## src/mem_sys_pkg.sv

```systemverilog
package mem_sys_pkg;

  localparam int ADDR_W = 16;
  localparam int DATA_W = 32;
  localparam int PC_W = 32;

  // Word address, byte address bits 1..0 dropped
  typedef logic [ADDR_W-1:0] word_addr_t;
  typedef logic [DATA_W-1:0] word_t;
  typedef logic [PC_W-1:0] byte_pc_t;

  // Owner of the memory port in the previous cycle
  typedef enum logic [1:0] {
    GRANT_NONE  = 2'd0,
    GRANT_HOST  = 2'd1,
    GRANT_FETCH = 2'd2
  } grant_e;

endpackage

```

## src/rv_isa_pkg.sv

```systemverilog
package rv_isa_pkg;

  // Field widths fixed by the base ISA
  localparam int XLEN = 32;
  localparam int REG_IDX_W = 5;
  localparam int FUNCT3_W = 3;
  localparam int OPCODE_W = 5;

  typedef logic [XLEN-1:0] instr_t;
  typedef logic [REG_IDX_W-1:0] reg_idx_t;
  typedef logic [XLEN-1:0] imm_t;
  typedef logic [FUNCT3_W-1:0] funct3_t;

  // Opcode bits 6..2, the two low bits are 11 for all 32-bit encodings
  typedef logic [OPCODE_W-1:0] opcode_t;

  localparam logic [1:0] LEN_32 = 2'b11;

  localparam opcode_t OPC_LOAD     = 5'b00000;
  localparam opcode_t OPC_MISC_MEM = 5'b00011;
  localparam opcode_t OPC_OP_IMM   = 5'b00100;
  localparam opcode_t OPC_AUIPC    = 5'b00101;
  localparam opcode_t OPC_STORE    = 5'b01000;
  localparam opcode_t OPC_OP       = 5'b01100;
  localparam opcode_t OPC_LUI      = 5'b01101;
  localparam opcode_t OPC_BRANCH   = 5'b11000;
  localparam opcode_t OPC_JALR     = 5'b11001;
  localparam opcode_t OPC_JAL      = 5'b11011;
  localparam opcode_t OPC_SYSTEM   = 5'b11100;

  // Operation class, numbered in this order on the output
  typedef enum logic [3:0] {
    INSTR_LOAD     = 4'd0,
    INSTR_MISC_MEM = 4'd1,
    INSTR_OP_IMM   = 4'd2,
    INSTR_AUIPC    = 4'd3,
    INSTR_STORE    = 4'd4,
    INSTR_OP       = 4'd5,
    INSTR_LUI      = 4'd6,
    INSTR_BRANCH   = 4'd7,
    INSTR_JALR     = 4'd8,
    INSTR_JAL      = 4'd9,
    INSTR_SYSTEM   = 4'd10,
    INSTR_INVAL    = 4'd11
  } instr_op_e;

  typedef enum logic [2:0] {
    INSTR_R        = 3'd0,
    INSTR_I        = 3'd1,
    INSTR_S        = 3'd2,
    INSTR_B        = 3'd3,
    INSTR_U        = 3'd4,
    INSTR_J        = 3'd5,
    INSTR_FMT_NONE = 3'd6
  } instr_fmt_e;

endpackage

```

## src/fetch_unit.sv

```systemverilog
`timescale 1ns/1ps

module fetch_unit #(
  parameter int MEM_WORDS = 1024
) (
  input  logic                    clk,
  input  logic                    rst_n,
  input  logic                    redirect_valid,
  input  mem_sys_pkg::byte_pc_t   redirect_pc,
  input  logic                    fetch_gnt,
  input  logic                    rd_valid,
  input  mem_sys_pkg::word_t      mem_rdata,
  input  logic                    fetched_ready,
  output logic                    fetch_req,
  output mem_sys_pkg::word_addr_t fetch_addr,
  output logic                    fetched_valid,
  output rv_isa_pkg::instr_t      fetched_instr,
  output mem_sys_pkg::byte_pc_t   fetched_pc
);

  // PC of the last word, the next one wraps to zero
  localparam mem_sys_pkg::byte_pc_t LAST_PC = mem_sys_pkg::byte_pc_t'((MEM_WORDS - 1) * 4);

  mem_sys_pkg::byte_pc_t pc;
  logic                  running;
  logic                  epoch;
  logic                  pend_epoch;
  mem_sys_pkg::byte_pc_t pend_pc;
  rv_isa_pkg::instr_t    q_instr [2];
  mem_sys_pkg::byte_pc_t q_pc [2];
  logic                  wr_ptr;
  logic                  rd_ptr;
  logic [1:0]            count;
  logic                  push;
  logic                  pop;

  // Queue slots in use count the read still in flight
  assign fetch_req  = running && ((count + {1'b0, rd_valid}) < 2'd2);
  assign fetch_addr = pc[mem_sys_pkg::ADDR_W+1:2];

  // Reads from before a redirect carry the old epoch
  assign push = rd_valid && (pend_epoch == epoch) && !redirect_valid;
  assign pop  = fetched_valid && fetched_ready;

  assign fetched_valid = (count != 2'd0);
  assign fetched_instr = q_instr[rd_ptr];
  assign fetched_pc    = q_pc[rd_ptr];

  always_ff @(posedge clk or negedge rst_n) begin
    if (!rst_n) begin
      pc      <= '0;
      running <= 1'b0;
      epoch   <= 1'b0;
    end else if (redirect_valid) begin
      pc      <= redirect_pc;
      running <= 1'b1;
      epoch   <= ~epoch;
    end else if (fetch_gnt) begin
      pc <= (pc == LAST_PC) ? '0 : pc + 32'd4;
    end
  end

  // Tag of the read granted this cycle
  always_ff @(posedge clk or negedge rst_n) begin
    if (!rst_n) begin
      pend_epoch <= 1'b0;
    end else if (fetch_gnt) begin
      pend_epoch <= epoch;
    end
  end

  always_ff @(posedge clk) begin
    if (fetch_gnt) begin
      pend_pc <= pc;
    end
  end

  always_ff @(posedge clk or negedge rst_n) begin
    if (!rst_n) begin
      wr_ptr <= 1'b0;
      rd_ptr <= 1'b0;
      count  <= 2'd0;
    end else if (redirect_valid) begin
      wr_ptr <= 1'b0;
      rd_ptr <= 1'b0;
      count  <= 2'd0;
    end else begin
      if (push) begin
        wr_ptr <= ~wr_ptr;
      end
      if (pop) begin
        rd_ptr <= ~rd_ptr;
      end
      count <= count + {1'b0, push} - {1'b0, pop};
    end
  end

  always_ff @(posedge clk) begin
    if (push) begin
      q_instr[wr_ptr] <= mem_rdata;
      q_pc[wr_ptr]    <= pend_pc;
    end
  end

  assert property (@(posedge clk) disable iff (!rst_n) push |-> (count != 2'd2))
    else $error("fetch_unit: return queue overflow");

  // Every grant comes back next cycle into a queue that still has room
  assert property (@(posedge clk) disable iff (!rst_n)
    fetch_gnt |=> (rd_valid && (count != 2'd2)))
    else $error("fetch_unit: read granted without a free slot");

endmodule

```

## config.mk

```make
export PLATFORM = sky130hd
export DESIGN_NAME = fetch_unit
export DESIGN_NICKNAME = d
export VERILOG_FILES = /design/src/mem_sys_pkg.sv /design/src/rv_isa_pkg.sv /design/src/fetch_unit.sv
export SDC_FILE = /design/constraint.sdc
export NUM_CORES = 1
export LEC_CHECK = 0
export BUFFER_PORTS_ARGS = -buffer_cell sky130_fd_sc_hd__buf_2
export CORE_ASPECT_RATIO = 0.6
export CORE_MARGIN = 2
export CORE_UTILIZATION = 50
export DETAILED_ROUTE_END_ITERATION = 12
export PLACE_DENSITY = 0.73
export SLEW_MARGIN = 20
export SYNTH_ARGS = -nofsm -noshare
export SYNTH_HDL_FRONTEND = slang
export SYNTH_SLANG_ARGS = --single-unit
```

## constraint.sdc

```tcl
create_clock -name clk -period 8.7 [get_ports clk]
set_clock_uncertainty 0.2 [all_clocks]
set_input_delay 0 -clock clk [delete_from_list [all_inputs] [get_ports clk]]
set_output_delay 0 -clock clk [all_outputs]
set_load 0.005 [all_outputs]
```

* Yosys cells after proc, flatten, opt, wreduce, memory -nomap -nowiden
Memory sizes are Yosys's and may differ from the RTL's. Index checks and enable logic that the tools add are counted.
Storage, ports and cells: output and inout port bits 82, flip-flop bits (word level) 71, bits of input ports 70, latch bits 0, memories 2, memory bits (read-only) 0, word-level logic and storage cells 39, RAM bits 128
Operators by class: add/subtract/negate cells 4, shift-type cells 0, order comparisons 1, $mul 0, bitwise operators 3, div/mod/pow operators 0, equality and inequality tests 2, reductions and logical operators 9, multiplexer cells 10
Memories:
- q_instr | depth 2, bits a word 32, rd ports 1, clocked after memory_dff 0, write ports 1, RTL line fetch_unit.sv:29 | rv_isa_pkg::instr_t q_instr [2];
- q_pc | depth 2, bits a word 32, rd ports 1, clocked after memory_dff 0, write ports 1, RTL line fetch_unit.sv:30 | mem_sys_pkg::byte_pc_t q_pc [2];
Operators by type and width (number):
- $mux W32 | 3
- $add A32 B3 Y32 const B | 1
- $eq A32 B12 Y1 const B | 1
- $reduce_bool A2 Y1 | 4
- $mux W1 | 6
- $add A2 B1 Y2 | 2
- $logic_and A1 B1 Y1 | 4
- $not A1 Y1 | 3
- $lt A2 B2 Y1 const B | 1
- $mux W2 | 1
- $sub A2 B1 Y2 | 1
- $eq A1 B1 Y1 | 1
- $logic_not A1 Y1 | 1

* Depth between registers and ports, before layout
Gate-level depths: netlist of the first run.
depth after elaboration 6, gate-level depth with buffers 7, depth with buffers taken out 7

* Worst setup path after synthesis of the first run
OpenSTA, ideal clock, no wires.
path kind flip-flop to flip-flop, start point register epoch, end point memory q_instr[0][0] in the netlist's numbering (enable), stages on the path, launching flop included 4, data required time 8.014 ns, data arrival time 3.406 ns, library setup time 0.486 ns, period minus slack after synthesis 4.093 ns, buffers on the path 0, path slack 4.607 ns, path through dfrtp_1 -> xnor2_1 -> nand3_1 -> nor2_1
Between the ends: cells in the longest elaborated chain, start to end 5
Ends and longest elaborated chain:
- start: declaration | RTL line fetch_unit.sv:26 | logic epoch;
- start signal: assignment | RTL line fetch_unit.sv:57 | epoch <= ~epoch;
- $eq A1 B1 Y1 | RTL line fetch_unit.sv:42 | assign push = rd_valid && (pend_epoch == epoch) && !redirect_valid;
- $logic_and A1 B1 Y1 (2 in a row) | RTL line fetch_unit.sv:42
- $mux W1 | RTL line fetch_unit.sv:99 | if (push) begin
- $mux W1 (implied by the code) | RTL line fetch_unit.sv:100 | q_instr[wr_ptr] <= mem_rdata;
- end: declaration | RTL line fetch_unit.sv:29
No other way between the ends.

* Worst setup path after layout of the first run
start point input port redirect_valid, end point memory q_pc[0][2] in the netlist's numbering (enable)
Between the ends: cells in the longest elaborated chain, start to end 4
Ends and longest elaborated chain:
- start: declaration | RTL line fetch_unit.sv:8 | input logic redirect_valid,
- $logic_not A1 Y1 | RTL line fetch_unit.sv:42
- $logic_and A1 B1 Y1 | RTL line fetch_unit.sv:42
- $mux W1 | RTL line fetch_unit.sv:99
- $mux W1 (implied by the code) | RTL line fetch_unit.sv:101 | q_pc[wr_ptr] <= pend_pc;
- end: declaration | RTL line fetch_unit.sv:30
No other way between the ends.

==> flow_metrics.py, run 1 <==
metrics = {
    "setup_path": {
        "crit_type": "in -> reg",
        "start_kind": "primary input",
        "path_common_cell": "buf_4",
        "r2r_end": "pc[2]",
        "cp-end-kind": "register",
        "crit_cells": 7,
        "path_buf_inv": 5,
        "slowest_delay_ns": 0.64,
        "cp.arrival_ns": 2.87,
        "r2r_start": "pc[2]",
        "rrSetupSlack_ns": 5.69,
        "path_delay_family": "buffers and inverters",
        "rr_worst_depth": 7,
        "cp_cell_sequence": "dlygate4sd3_1, buf_2, buf_4, inv_1, nand3_1, nor2_4, buf_4",
        "critPathRequiredTime_ns": 8.56,
        "cp_max_fo": 51,
        "slowest_stage": "buf_4",
    },
    "final_layout": {
        "layout_commonest_cell": "edfxtp_1",
        "final_cell_mix": "edfxtp_1, buf_2, dlygate4sd3_1",
        "final_core_util": 0.666,
        "drive_gt1_frac": 0.358,
        "finalNetCount": 806,
        "areaGrowthSynthToFinish_pct": 28.7,
        "stdcell_count": 949,
        "n_antenna_cell": 0,
    },
    "power_and_ir_drop": {
        "power.density_nw_per_um2": 244,
        "p_total_w": 0.00252,
        "ir_drop_uv": 160,
        "p_leak_nw": 3.95,
    },
    "drt": {
        "via_count": 5219,
        "via_per_inst": 5.50,
        "ant_nets": 0,
        "wl_per_cell_um": 18.6,
        "drtIter0Drc": 471,
        "wl_um": 17700,
        "dr.pass1.iters": 5,
        "drc": 0,
    },
    "global_route": {
        "antenna_found_initial": 0,
        "grt_pass1_wl_um": 27200,
        "top_usage_layer": "met2",
        "grt_max_degree": 65,
        "grtUsageTotal": 0.212,
        "grt_pass1_vias": 5128,
        "overflow": 0,
        "met1_usage": 0.299,
        "grt_use_met2": 0.330,
        "grtUsageMet3": 0.0546,
    },
    "placement": {
        "dp_cells": 832,
        "dp_hpwl_um": 11200,
        "post-place-ws_ns": 5.75,
        "gp_congestion": 0.918,
        "port_buffers": 151,
    },
    "logic_synthesis": {
        "synthCells": 507,
        "synth_area_per_cell_um2": 15.9,
        "synth_top_family_by_area": "multiplexers",
        "seq_area_frac_synth": 0.719,
        "async_flop_share": 0.196,
        "yosysUniqueCellTypes": 48,
        "yosysWarnings": 0,
        "synth_top_flop_cell": "edfxtp_1",
        "synth_simple_gate_area_frac": 0.0830,
        "synth_nets": 580,
        "synth-edff-count": 160,
        "ys_seq_elements": 199,
        "synth_area_um2": 8040,
        "synth_compound_area_frac": 0.0531,
        "synth_xor_area_frac": 0.0196,
        "synth_adder_area_share": 0.00467,
        "synthMuxAreaShare": 0.0948,
    },
    "timing": {
        "tightest_slew_ns": 1.07,
        "min_period_ns": 3.01,
        "finalCritPeriodShare": 0.346,
        "slew_viol_final": 0,
        "setup_viol": 0,
        "hold_violations": 0,
        "fmax_ghz": 0.332,
        "tns_ns": 0,
        "fin_ws_ns": 5.69,
        "grt_setup_unrepaired": "false",
        "maxSlewHeadroom": 0.283,
    },
    "min_path": {
        "hp-class": "in -> reg",
        "holdPathEnd": "pend_pc[3]",
        "worstHoldStart": "fetch_gnt",
        "hold_depth": 2,
    },
    "run_status": {
        "status": "finished clean",
    },
    "clock_network": {
        "cts_buffers": 17,
        "cts_sinks": 199,
        "clk_latency_ns": 0.42,
        "cts_root_buf": "clkbuf_16",
        "clockBufferDepth": 2,
        "cts.htree.levels": 4,
        "cts_tree": "done",
        "clk_pin_slew_worst_paths_ns": 0.08,
    },
    "floorplan": {
        "core_um2": 15500,
        "rows": 35,
        "start_util": 0.517,
        "dieWidth_um": 168,
        "die_height_um": 102,
        "die_area_um2": 17100,
        "io_pins": 152,
    },
    "flow_run": {
        "drv_cap": 0,
    },
}
[final cells by class]
type / instances / area [um2]
Clock buffer: 17 / 425
Tap cell: 203 / 254
Sequential cell: 199 / 5780
Fill cell: 1061 / 5200
Clock inverter: 15 / 160
Inverter: 5 / 18.8
Multi-Input combinational cell: 269 / 2070
Timing Repair Buffer: 241 / 1640
[state kept, by name, indices dropped and copies added (netlist names)]
| register | count |
|---|---|
| rd_ptr | 1 |
| pend_pc | 32 |
| q_pc | 64 |
| wr_ptr | 1 |
| running | 1 |
| q_instr | 64 |
| pend_epoch | 1 |
| pc | 32 |
| epoch | 1 |
| count | 2 |
[metal layers]
| metal | wire, um | vias up | share of wire |
|---|---|---|---|
| met5 | 0 | - | 0 |
| met3 | 1390 | 19 | 0.079 |
| met2 | 7990 | 250 | 0.45 |
| met4 | 170 | 0 | 0.0096 |
| li1 | - | 2371 | - |
| met1 | 8130 | 2579 | 0.46 |
[how the worst max path moves through the flow]
| stage | start | endpoint | slack [ns] |
|---|---|---|---|
| floorplan | epoch | q_instr[0][0] | 4.61 |
| global placement | redirect_valid | q_pc[0][7] | 5.84 |
| detailed placement | redirect_valid | q_pc[0][9] | 5.75 |
| CTS | redirect_valid | q_pc[0][10] | 5.66 |
| global route | redirect_valid | q_pc[0][2] | 5.49 |
| finish | redirect_valid | q_pc[0][2] | 5.69 |
[cell usage after synthesis (2+ instances only)]
master	n	area [um2]
a21o_1	2	15.0
a21oi_1	6	30.0
a22o_1	4	35.0
a2bb2oi_1	3	26.3
a31o_1	4	35.0
a31oi_1	3	18.8
a32o_1	4	40.0
and2_1	4	25.0
and3_1	12	75.1
and4_1	5	43.8
buf_1	3	11.3
buf_4	16	120
clkbuf_1	14	52.6
dfrtp_1	39	976
edfxtp_1	160	4800
ha_1	3	37.5
inv_1	5	18.8
mux2_2	65	732
mux2i_1	3	30.0
nand2_1	32	120
nand3_1	13	65.1
nand4_1	10	62.6
nor2_1	21	78.8
nor2b_1	2	12.5
nor3_1	2	10.0
nor4_2	4	50.1
nor4_4	2	42.5
o21ai_0	22	110
o21ai_1	2	10.0
o41ai_1	3	26.3
or2_2	2	12.5
or3_1	2	12.5
or4_1	4	30.0
xnor2_1	5	43.8
xor2_1	13	114
[report_power, final]
| part | internal [W] | switching (W) |
|---|---|---|
| sequential | 0.00117 | 0.0000687 |
| clock | 0.000408 | 0.000364 |
| combinational | 0.000268 | 0.000249 |
| total | 0.00184 | 0.000681 |
[worst reg2reg max path: stages (launching register included)]
cell and delay, ns:
dfrtp_1 0.45, ha_1 0.25, and3_1 0.24, and2_1 0.27, a41oi_1 0.67, mux2i_1 0.15
o21ai_0 0.16, dlygate4sd3_1 0.56
[cell families after synthesis]
family,after synthesis
adders and majority gates,3
xor gates and xnor gates,18
and+or+nand+nor,118
buffers and inverters,39
DFF,199
AOI/OAI and AO/OA,62
muxes,68
[per-stage QoR]
step,hold WS (ns),instance area [um2]
final,0.00995,10300
after global routing,0.0425,10300
after CTS,0.00242,10300
after detailed placement,-0.00684,8910
after global placement,-0.0327,8910
after floorplan,-0.496,8040
[repair_timing]
item                                   4_1_cts  5_1_grt
resized for setup                            0        0
endpoints found under the hold margin      140        0
hold buffers                                85        0
setup buffers                                0        0
No activity file was read; power rests on OpenSTA's default activity.
==> run 2, diff against run 1 <==
--- a/config.mk
+++ b/config.mk
@@ -10,7 +10,7 @@
 export CORE_MARGIN = 2
 export CORE_UTILIZATION = 50
 export DETAILED_ROUTE_END_ITERATION = 12
-export PLACE_DENSITY = 0.73
+export PLACE_DENSITY = 0.76
 export SLEW_MARGIN = 20
 export SYNTH_ARGS = -nofsm -noshare
 export SYNTH_HDL_FRONTEND = slang
==> constraint.sdc (replaced) <==
create_clock -name clk -period 2.7 [get_ports clk]
set_clock_uncertainty 0.2 [all_clocks]
set_input_delay 0 -clock clk [delete_from_list [all_inputs] [get_ports clk]]
set_output_delay 0 -clock clk [all_outputs]
set_load 0.005 [all_outputs]
==> run 2 against run 1 <==
  * Via count is 1.1% higher
  * Combinational power grew to 3.3 times the previous value
  * Wire length increased by 6.0%
  * Critical path depth down 2
  * Sequential share of layout area fell by 0.23 points
  * Non-clock buffer count decreased by 3
  * Critical endpoint is now pc[5]
==> flow_metrics.py, run 2 (same netlist as run 1, synthesis figures left out) <==
metrics = {
    "final_layout": {
        "final_core_util": 0.668,
        "reg.largest.list": "q_instr: 64 flops, q_pc: 64 flops",
        "final_cell_mix": "edfxtp_1, buf_2, dlygate4sd3_1",
        "n_antenna_cell": 0,
        "drive_gt1_frac": 0.374,
        "stdcell_count": 946,
        "finalNetCount": 803,
        "final_area_um2": 10400,
        "areaGrowthSynthToFinish_pct": 29.3,
        "layout_commonest_cell": "edfxtp_1",
    },
    "timing": {
        "tightest_slew_ns": 0.934,
        "finalCritPeriodShare": 0.955,
        "setup_viol": 0,
        "tns_ns": 0,
        "min_period_ns": 2.58,
        "maxSlewHeadroom": 0.377,
        "hold_violations": 0,
        "fin_ws_ns": 0.123,
        "slew_viol_final": 0,
        "fmax_ghz": 0.388,
        "grt_setup_unrepaired": "false",
    },
    "power_and_ir_drop": {
        "p_sw_frac": 0.277,
        "p_int_w": 0.00602,
        "p_sw_w": 0.00231,
        "clkPwrFrac": 0.313,
        "power.density_nw_per_um2": 801,
        "p_leak_nw": 3.99,
        "ir_drop_uv": 505,
        "p_seq_frac": 0.479,
        "comb_power_share": 0.208,
    },
    "global_route": {
        "overflow": 0,
        "grtUsageTotal": 0.223,
        "antenna_found_initial": 0,
        "grt_max_degree": 51,
        "grt_pass1_wl_um": 28700,
        "grt_pass1_vias": 5292,
    },
    "setup_path": {
        "rrSetupSlack_ns": 0.12,
        "rr_worst_depth": 5,
        "cp_max_fo": 8,
        "cp.arrival_ns": 2.69,
        "critPathRequiredTime_ns": 2.81,
        "r2r_start": "pc[16]",
        "cp-end-kind": "register",
        "start_kind": "register",
        "r2r_end": "pc[5]",
        "crit_type": "reg -> reg",
    },
    "floorplan": {
        "io_pins": 152,
        "dieWidth_um": 168,
        "die_area_um2": 17100,
        "core_um2": 15500,
        "die_height_um": 102,
        "start_util": 0.517,
        "rows": 35,
    },
    "drt": {
        "dr.pass1.iters": 6,
        "wl_um": 18700,
        "ant_nets": 0,
        "via_count": 5278,
        "wl_per_cell_um": 19.8,
        "drc": 0,
        "drtIter0Drc": 481,
        "via_per_inst": 5.58,
    },
    "clock_network": {
        "cts_buffers": 17,
        "cts_root_buf": "clkbuf_16",
        "post_cts.repair.setup_buffers": 0,
        "cts_sinks": 199,
        "cts.htree.levels": 4,
        "clk_latency_ns": 0.43,
        "clk_pin_slew_worst_paths_ns": 0.08,
        "clockBufferDepth": 2,
        "cts_resized": 0,
        "cts_tree": "done",
        "ctsHoldBuffers": 72,
    },
    "placement": {
        "dp_hpwl_um": 12100,
        "dp_cells": 842,
        "post-place-ws_ns": 0.273,
        "placed_area_um2": 9040,
        "port_buffers": 151,
        "gp_congestion": 0.888,
    },
    "flow_run": {
        "drv_cap": 0,
    },
    "run_status": {
        "status": "finished clean",
    },
    "min_path": {
        "hp-class": "in -> async",
    },
}
## run 2: worst max path at each step
stage | from | to | slack [ns] | cells past startpoint
2_1_floorplan | epoch | q_instr[0][0] | -0.35 | 3
3_3_place_gp | pc[16] | pc[5] | 0.29 | 5
3_5_place_dp | pc[16] | pc[5] | 0.27 | 5
4_1_cts | pc[16] | pc[5] | 0.17 | 5
5_1_grt | pc[2] | pc[31] | 0.004 | 6
6_report | pc[16] | pc[5] | 0.12 | 5
## run 2: layer usage
| layer | GRT usage | vias to the layer above | wire length [um] |
|---|---|---|---|
| met5 | 0 | - | 0 |
| met4 | 0.0468 | 0 | 127 |
| li1 | - | 2376 | - |
| met2 | 0.358 | 260 | 8650 |
| met3 | 0.0678 | 11 | 1580 |
| met1 | 0.308 | 2631 | 8390 |
## run 2: power by group through the flow
stage / clock (W) / combinational, W / sequential (W)
floorplan: 0 / 0.000971 / 0.00395
global placement: 0 / 0.00160 / 0.00402
detailed placement: 0 / 0.00163 / 0.00405
CTS: 0.00265 / 0.00174 / 0.00398
global route: 0.00277 / 0.00189 / 0.00403
finish: 0.00260 / 0.00173 / 0.00399
## run 2: final cells by class
type / instances / area (um2)
Clock buffer: 17 / 425
Timing Repair Buffer: 238 / 1640
Inverter: 5 / 18.8
Clock inverter: 15 / 208
Tap cell: 203 / 254
Sequential cell: 199 / 5780
Fill cell: 1064 / 5150
Multi-Input combinational cell: 269 / 2070
## run 2: critical path: stages, from the launching register on
cell     delay [ns]
dfrtp_1        0.46
nor4_2         0.47
nand4_1        0.31
nor4_4         0.60
nor2_1         0.10
o32a_1         0.34
## run 2: through the flow
| stage | hold WS, ns | total power, W |
|---|---|---|
| floorplan | -0.496 | 0.00493 |
| global placement | -0.0355 | 0.00562 |
| detailed placement | -0.0103 | 0.00568 |
| CTS | 0.0695 | 0.00838 |
| global route | 0.0865 | 0.00869 |
| finish | 0.0628 | 0.00832 |
==> run 3, diff against run 2 <==
--- a/config.mk
+++ b/config.mk
@@ -5,8 +5,9 @@
 export SDC_FILE = /design/constraint.sdc
 export NUM_CORES = 1
 export LEC_CHECK = 0
+export ABC_AREA = 0
 export BUFFER_PORTS_ARGS = -buffer_cell sky130_fd_sc_hd__buf_2
-export CORE_ASPECT_RATIO = 0.6
+export CORE_ASPECT_RATIO = 2
 export CORE_MARGIN = 2
 export CORE_UTILIZATION = 50
 export DETAILED_ROUTE_END_ITERATION = 12
==> run 3 against run 2 <==
  * Power is 1.0% lower
  * Global-route usage shrank 0.85 points
  * Largest cell class unchanged
  * Critical path depth grew 1
  * Maximum frequency shrank 2.6%
  * Design area increased by 2.2%
  * Clock-buffer cell count rose by 2
  * Sequential power about the same
  * Highest routed layer unchanged
  * Register-to-register slack got worse by 0.07 ns
  * Combinational power about the same
  * Hold slack improved by 0.0087 ns
  * Via count is 0.51% lower
  * Critical endpoint is now pc[0]
  * Clock power fell by 2%
==> flow_metrics.py, run 3 (same netlist as run 1, synthesis figures left out) <==
metrics = {
    "timing": {
        "grt_setup_unrepaired": "false",
        "slew_viol_final": 0,
        "finalCritPeriodShare": 0.980,
        "min_period_ns": 2.65,
        "hold_slack_ns": 0.0716,
        "fin_ws_ns": 0.0534,
        "hold_violations": 0,
        "setup_viol": 0,
        "fmax_ghz": 0.378,
        "tightest_slew_ns": 0.993,
        "maxSlewHeadroom": 0.338,
    },
    "setup_path": {
        "crit_type": "reg -> reg",
        "rrSetupSlack_ns": 0.05,
        "cp_max_fo": 7,
        "rr_worst_depth": 6,
        "r2r_start": "pc[13]",
        "start_kind": "register",
        "crit_path_end": "pc[0]",
        "cp.arrival_ns": 2.75,
        "cp-end-kind": "register",
        "r2r_end": "pc[0]",
        "critPathRequiredTime_ns": 2.80,
        "startpoint": "pc[13]",
    },
    "drt": {
        "ant_nets": 0,
        "drtIter0Drc": 313,
        "wl_um": 17900,
        "via_count": 5251,
        "via_per_inst": 5.40,
        "wl_per_cell_um": 18.4,
        "drc": 0,
        "dr.pass1.iters": 5,
    },
    "final_layout": {
        "drive_gt1_frac": 0.365,
        "final_cell_mix": "edfxtp_1, buf_2, dlygate4sd3_1",
        "stdcell_count": 972,
        "areaGrowthSynthToFinish_pct": 32.1,
        "final_core_util": 0.673,
        "finalNetCount": 831,
        "reg.largest.list": "q_instr: 64 flops, q_pc: 64 flops",
        "layout_commonest_cell": "edfxtp_1",
    },
    "clock_network": {
        "clk_latency_ns": 0.42,
        "cts_root_buf": "clkbuf_16",
        "post_cts.repair.setup_buffers": 0,
        "cts_sinks": 199,
        "clockBufferDepth": 2,
        "clk_pin_slew_worst_paths_ns": 0.07,
        "cts_tree": "done",
        "cts_buffers": 17,
        "cts.htree.levels": 4,
    },
    "placement": {
        "dp_hpwl_um": 11800,
        "dp_cells": 845,
        "post-place-ws_ns": 0.204,
        "port_buffers": 151,
        "gp_congestion": 0.868,
    },
    "floorplan": {
        "dieWidth_um": 93.7,
        "rows": 65,
        "start_util": 0.510,
        "die_area_um2": 17200,
        "die_height_um": 183,
        "core_um2": 15800,
        "io_pins": 152,
    },
    "global_route": {
        "antenna_found_initial": 0,
        "grt_pass1_vias": 5545,
        "overflow": 0,
        "grtUsageTotal": 0.215,
        "grt_max_degree": 65,
        "grt_pass1_wl_um": 27700,
    },
    "power_and_ir_drop": {
        "p_int_w": 0.00615,
        "p_seq_frac": 0.483,
        "p_sw_w": 0.00209,
        "p_leak_nw": 4.07,
        "clkPwrFrac": 0.310,
        "ir_drop_uv": 458,
        "power.density_nw_per_um2": 775,
        "comb_power_share": 0.208,
        "p_sw_frac": 0.254,
    },
    "flow_run": {
        "drv_cap": 0,
    },
    "run_status": {
        "status": "finished clean",
    },
    "min_path": {
        "hp-class": "in -> async",
    },
}
==> run 3: cell types whose count changed in the layout (fill, tap and decap cells not counted), moves of 2 or more <==
cell,before,now
clkinv_8,7,1
bufinv_16,1,3
clkbuf_1,0,2
dlygate4sd3_1,72,95
dfrtp_1,38,36
buf_4,11,17
dfrtp_2,1,3
==> run 3: final cells by class <==
cell class,instances,area [um2]
sequential,199,5780
timing repair buffer,266,1890
inverter,5,18.8
antenna,1,2.50
multi-input combinational,269,2070
fill,1140,5160
clock buffer,19,433
clock inverter,12,170
tap,201,251
==> run 3: how the worst min path moves through the flow <==
stage / from / endpoint / slack (ns) / cells past startpoint
2_1_floorplan: rst_n / count[0] / -0.50 / 0
3_3_place_gp: rst_n / rd_ptr / -0.01 / 1
3_5_place_dp: mem_rdata[30] / q_instr[0][30] / -0.009 / 1
4_1_cts: mem_rdata[15] / q_instr[0][15] / 0.08 / 2
5_1_grt: mem_rdata[1] / q_instr[0][1] / 0.09 / 2
6_report: rst_n / rd_ptr / 0.07 / 2
==> run 3: routing by layer <==
metal	vias to the layer above	track usage	wire [um]
li1	2427	-	-
met1	2571	0.223	6350
met2	201	0.397	10100
met3	52	0.0444	784
met4	0	0.112	733
met5	-	0	0
==> run 3: worst max-delay path: stages, from the launching register on <==
cell and delay [ns]:
dfrtp_1 0.46, nor4_2 0.44, nand4_1 0.29, nor3_1 0.24
nor2_1 0.13, a22o_1 0.21, dlygate4sd3_1 0.55
==> run 3: repair_timing <==
item | CTS | global route
hold buffers | 95 | 0
setup endpoints to repair | 0 | 2
resized for setup | 0 | 2
hold endpoints to repair | 158 | 0
==> run 3: through the flow <==
stage | TNS, ns | instance area, um2 | total power [W]
after CTS | 0 | 10600 | 0.00831
after global routing | 0 | 10600 | 0.00861
after detailed placement | 0 | 9060 | 0.00562
after floorplan | -44.71 | 8040 | 0.00493
final | 0 | 10600 | 0.00824
after global placement | 0 | 9060 | 0.00557
==> run 3: power groups by stage <==
stage	sequential (W)	clock [W]	combinational (W)
detailed placement	0.00404	0	0.00158
global placement	0.00401	0	0.00156
CTS	0.00398	0.00261	0.00172
finish	0.00398	0.00255	0.00171
global route	0.00402	0.00273	0.00187
floorplan	0.00395	0	0.000971
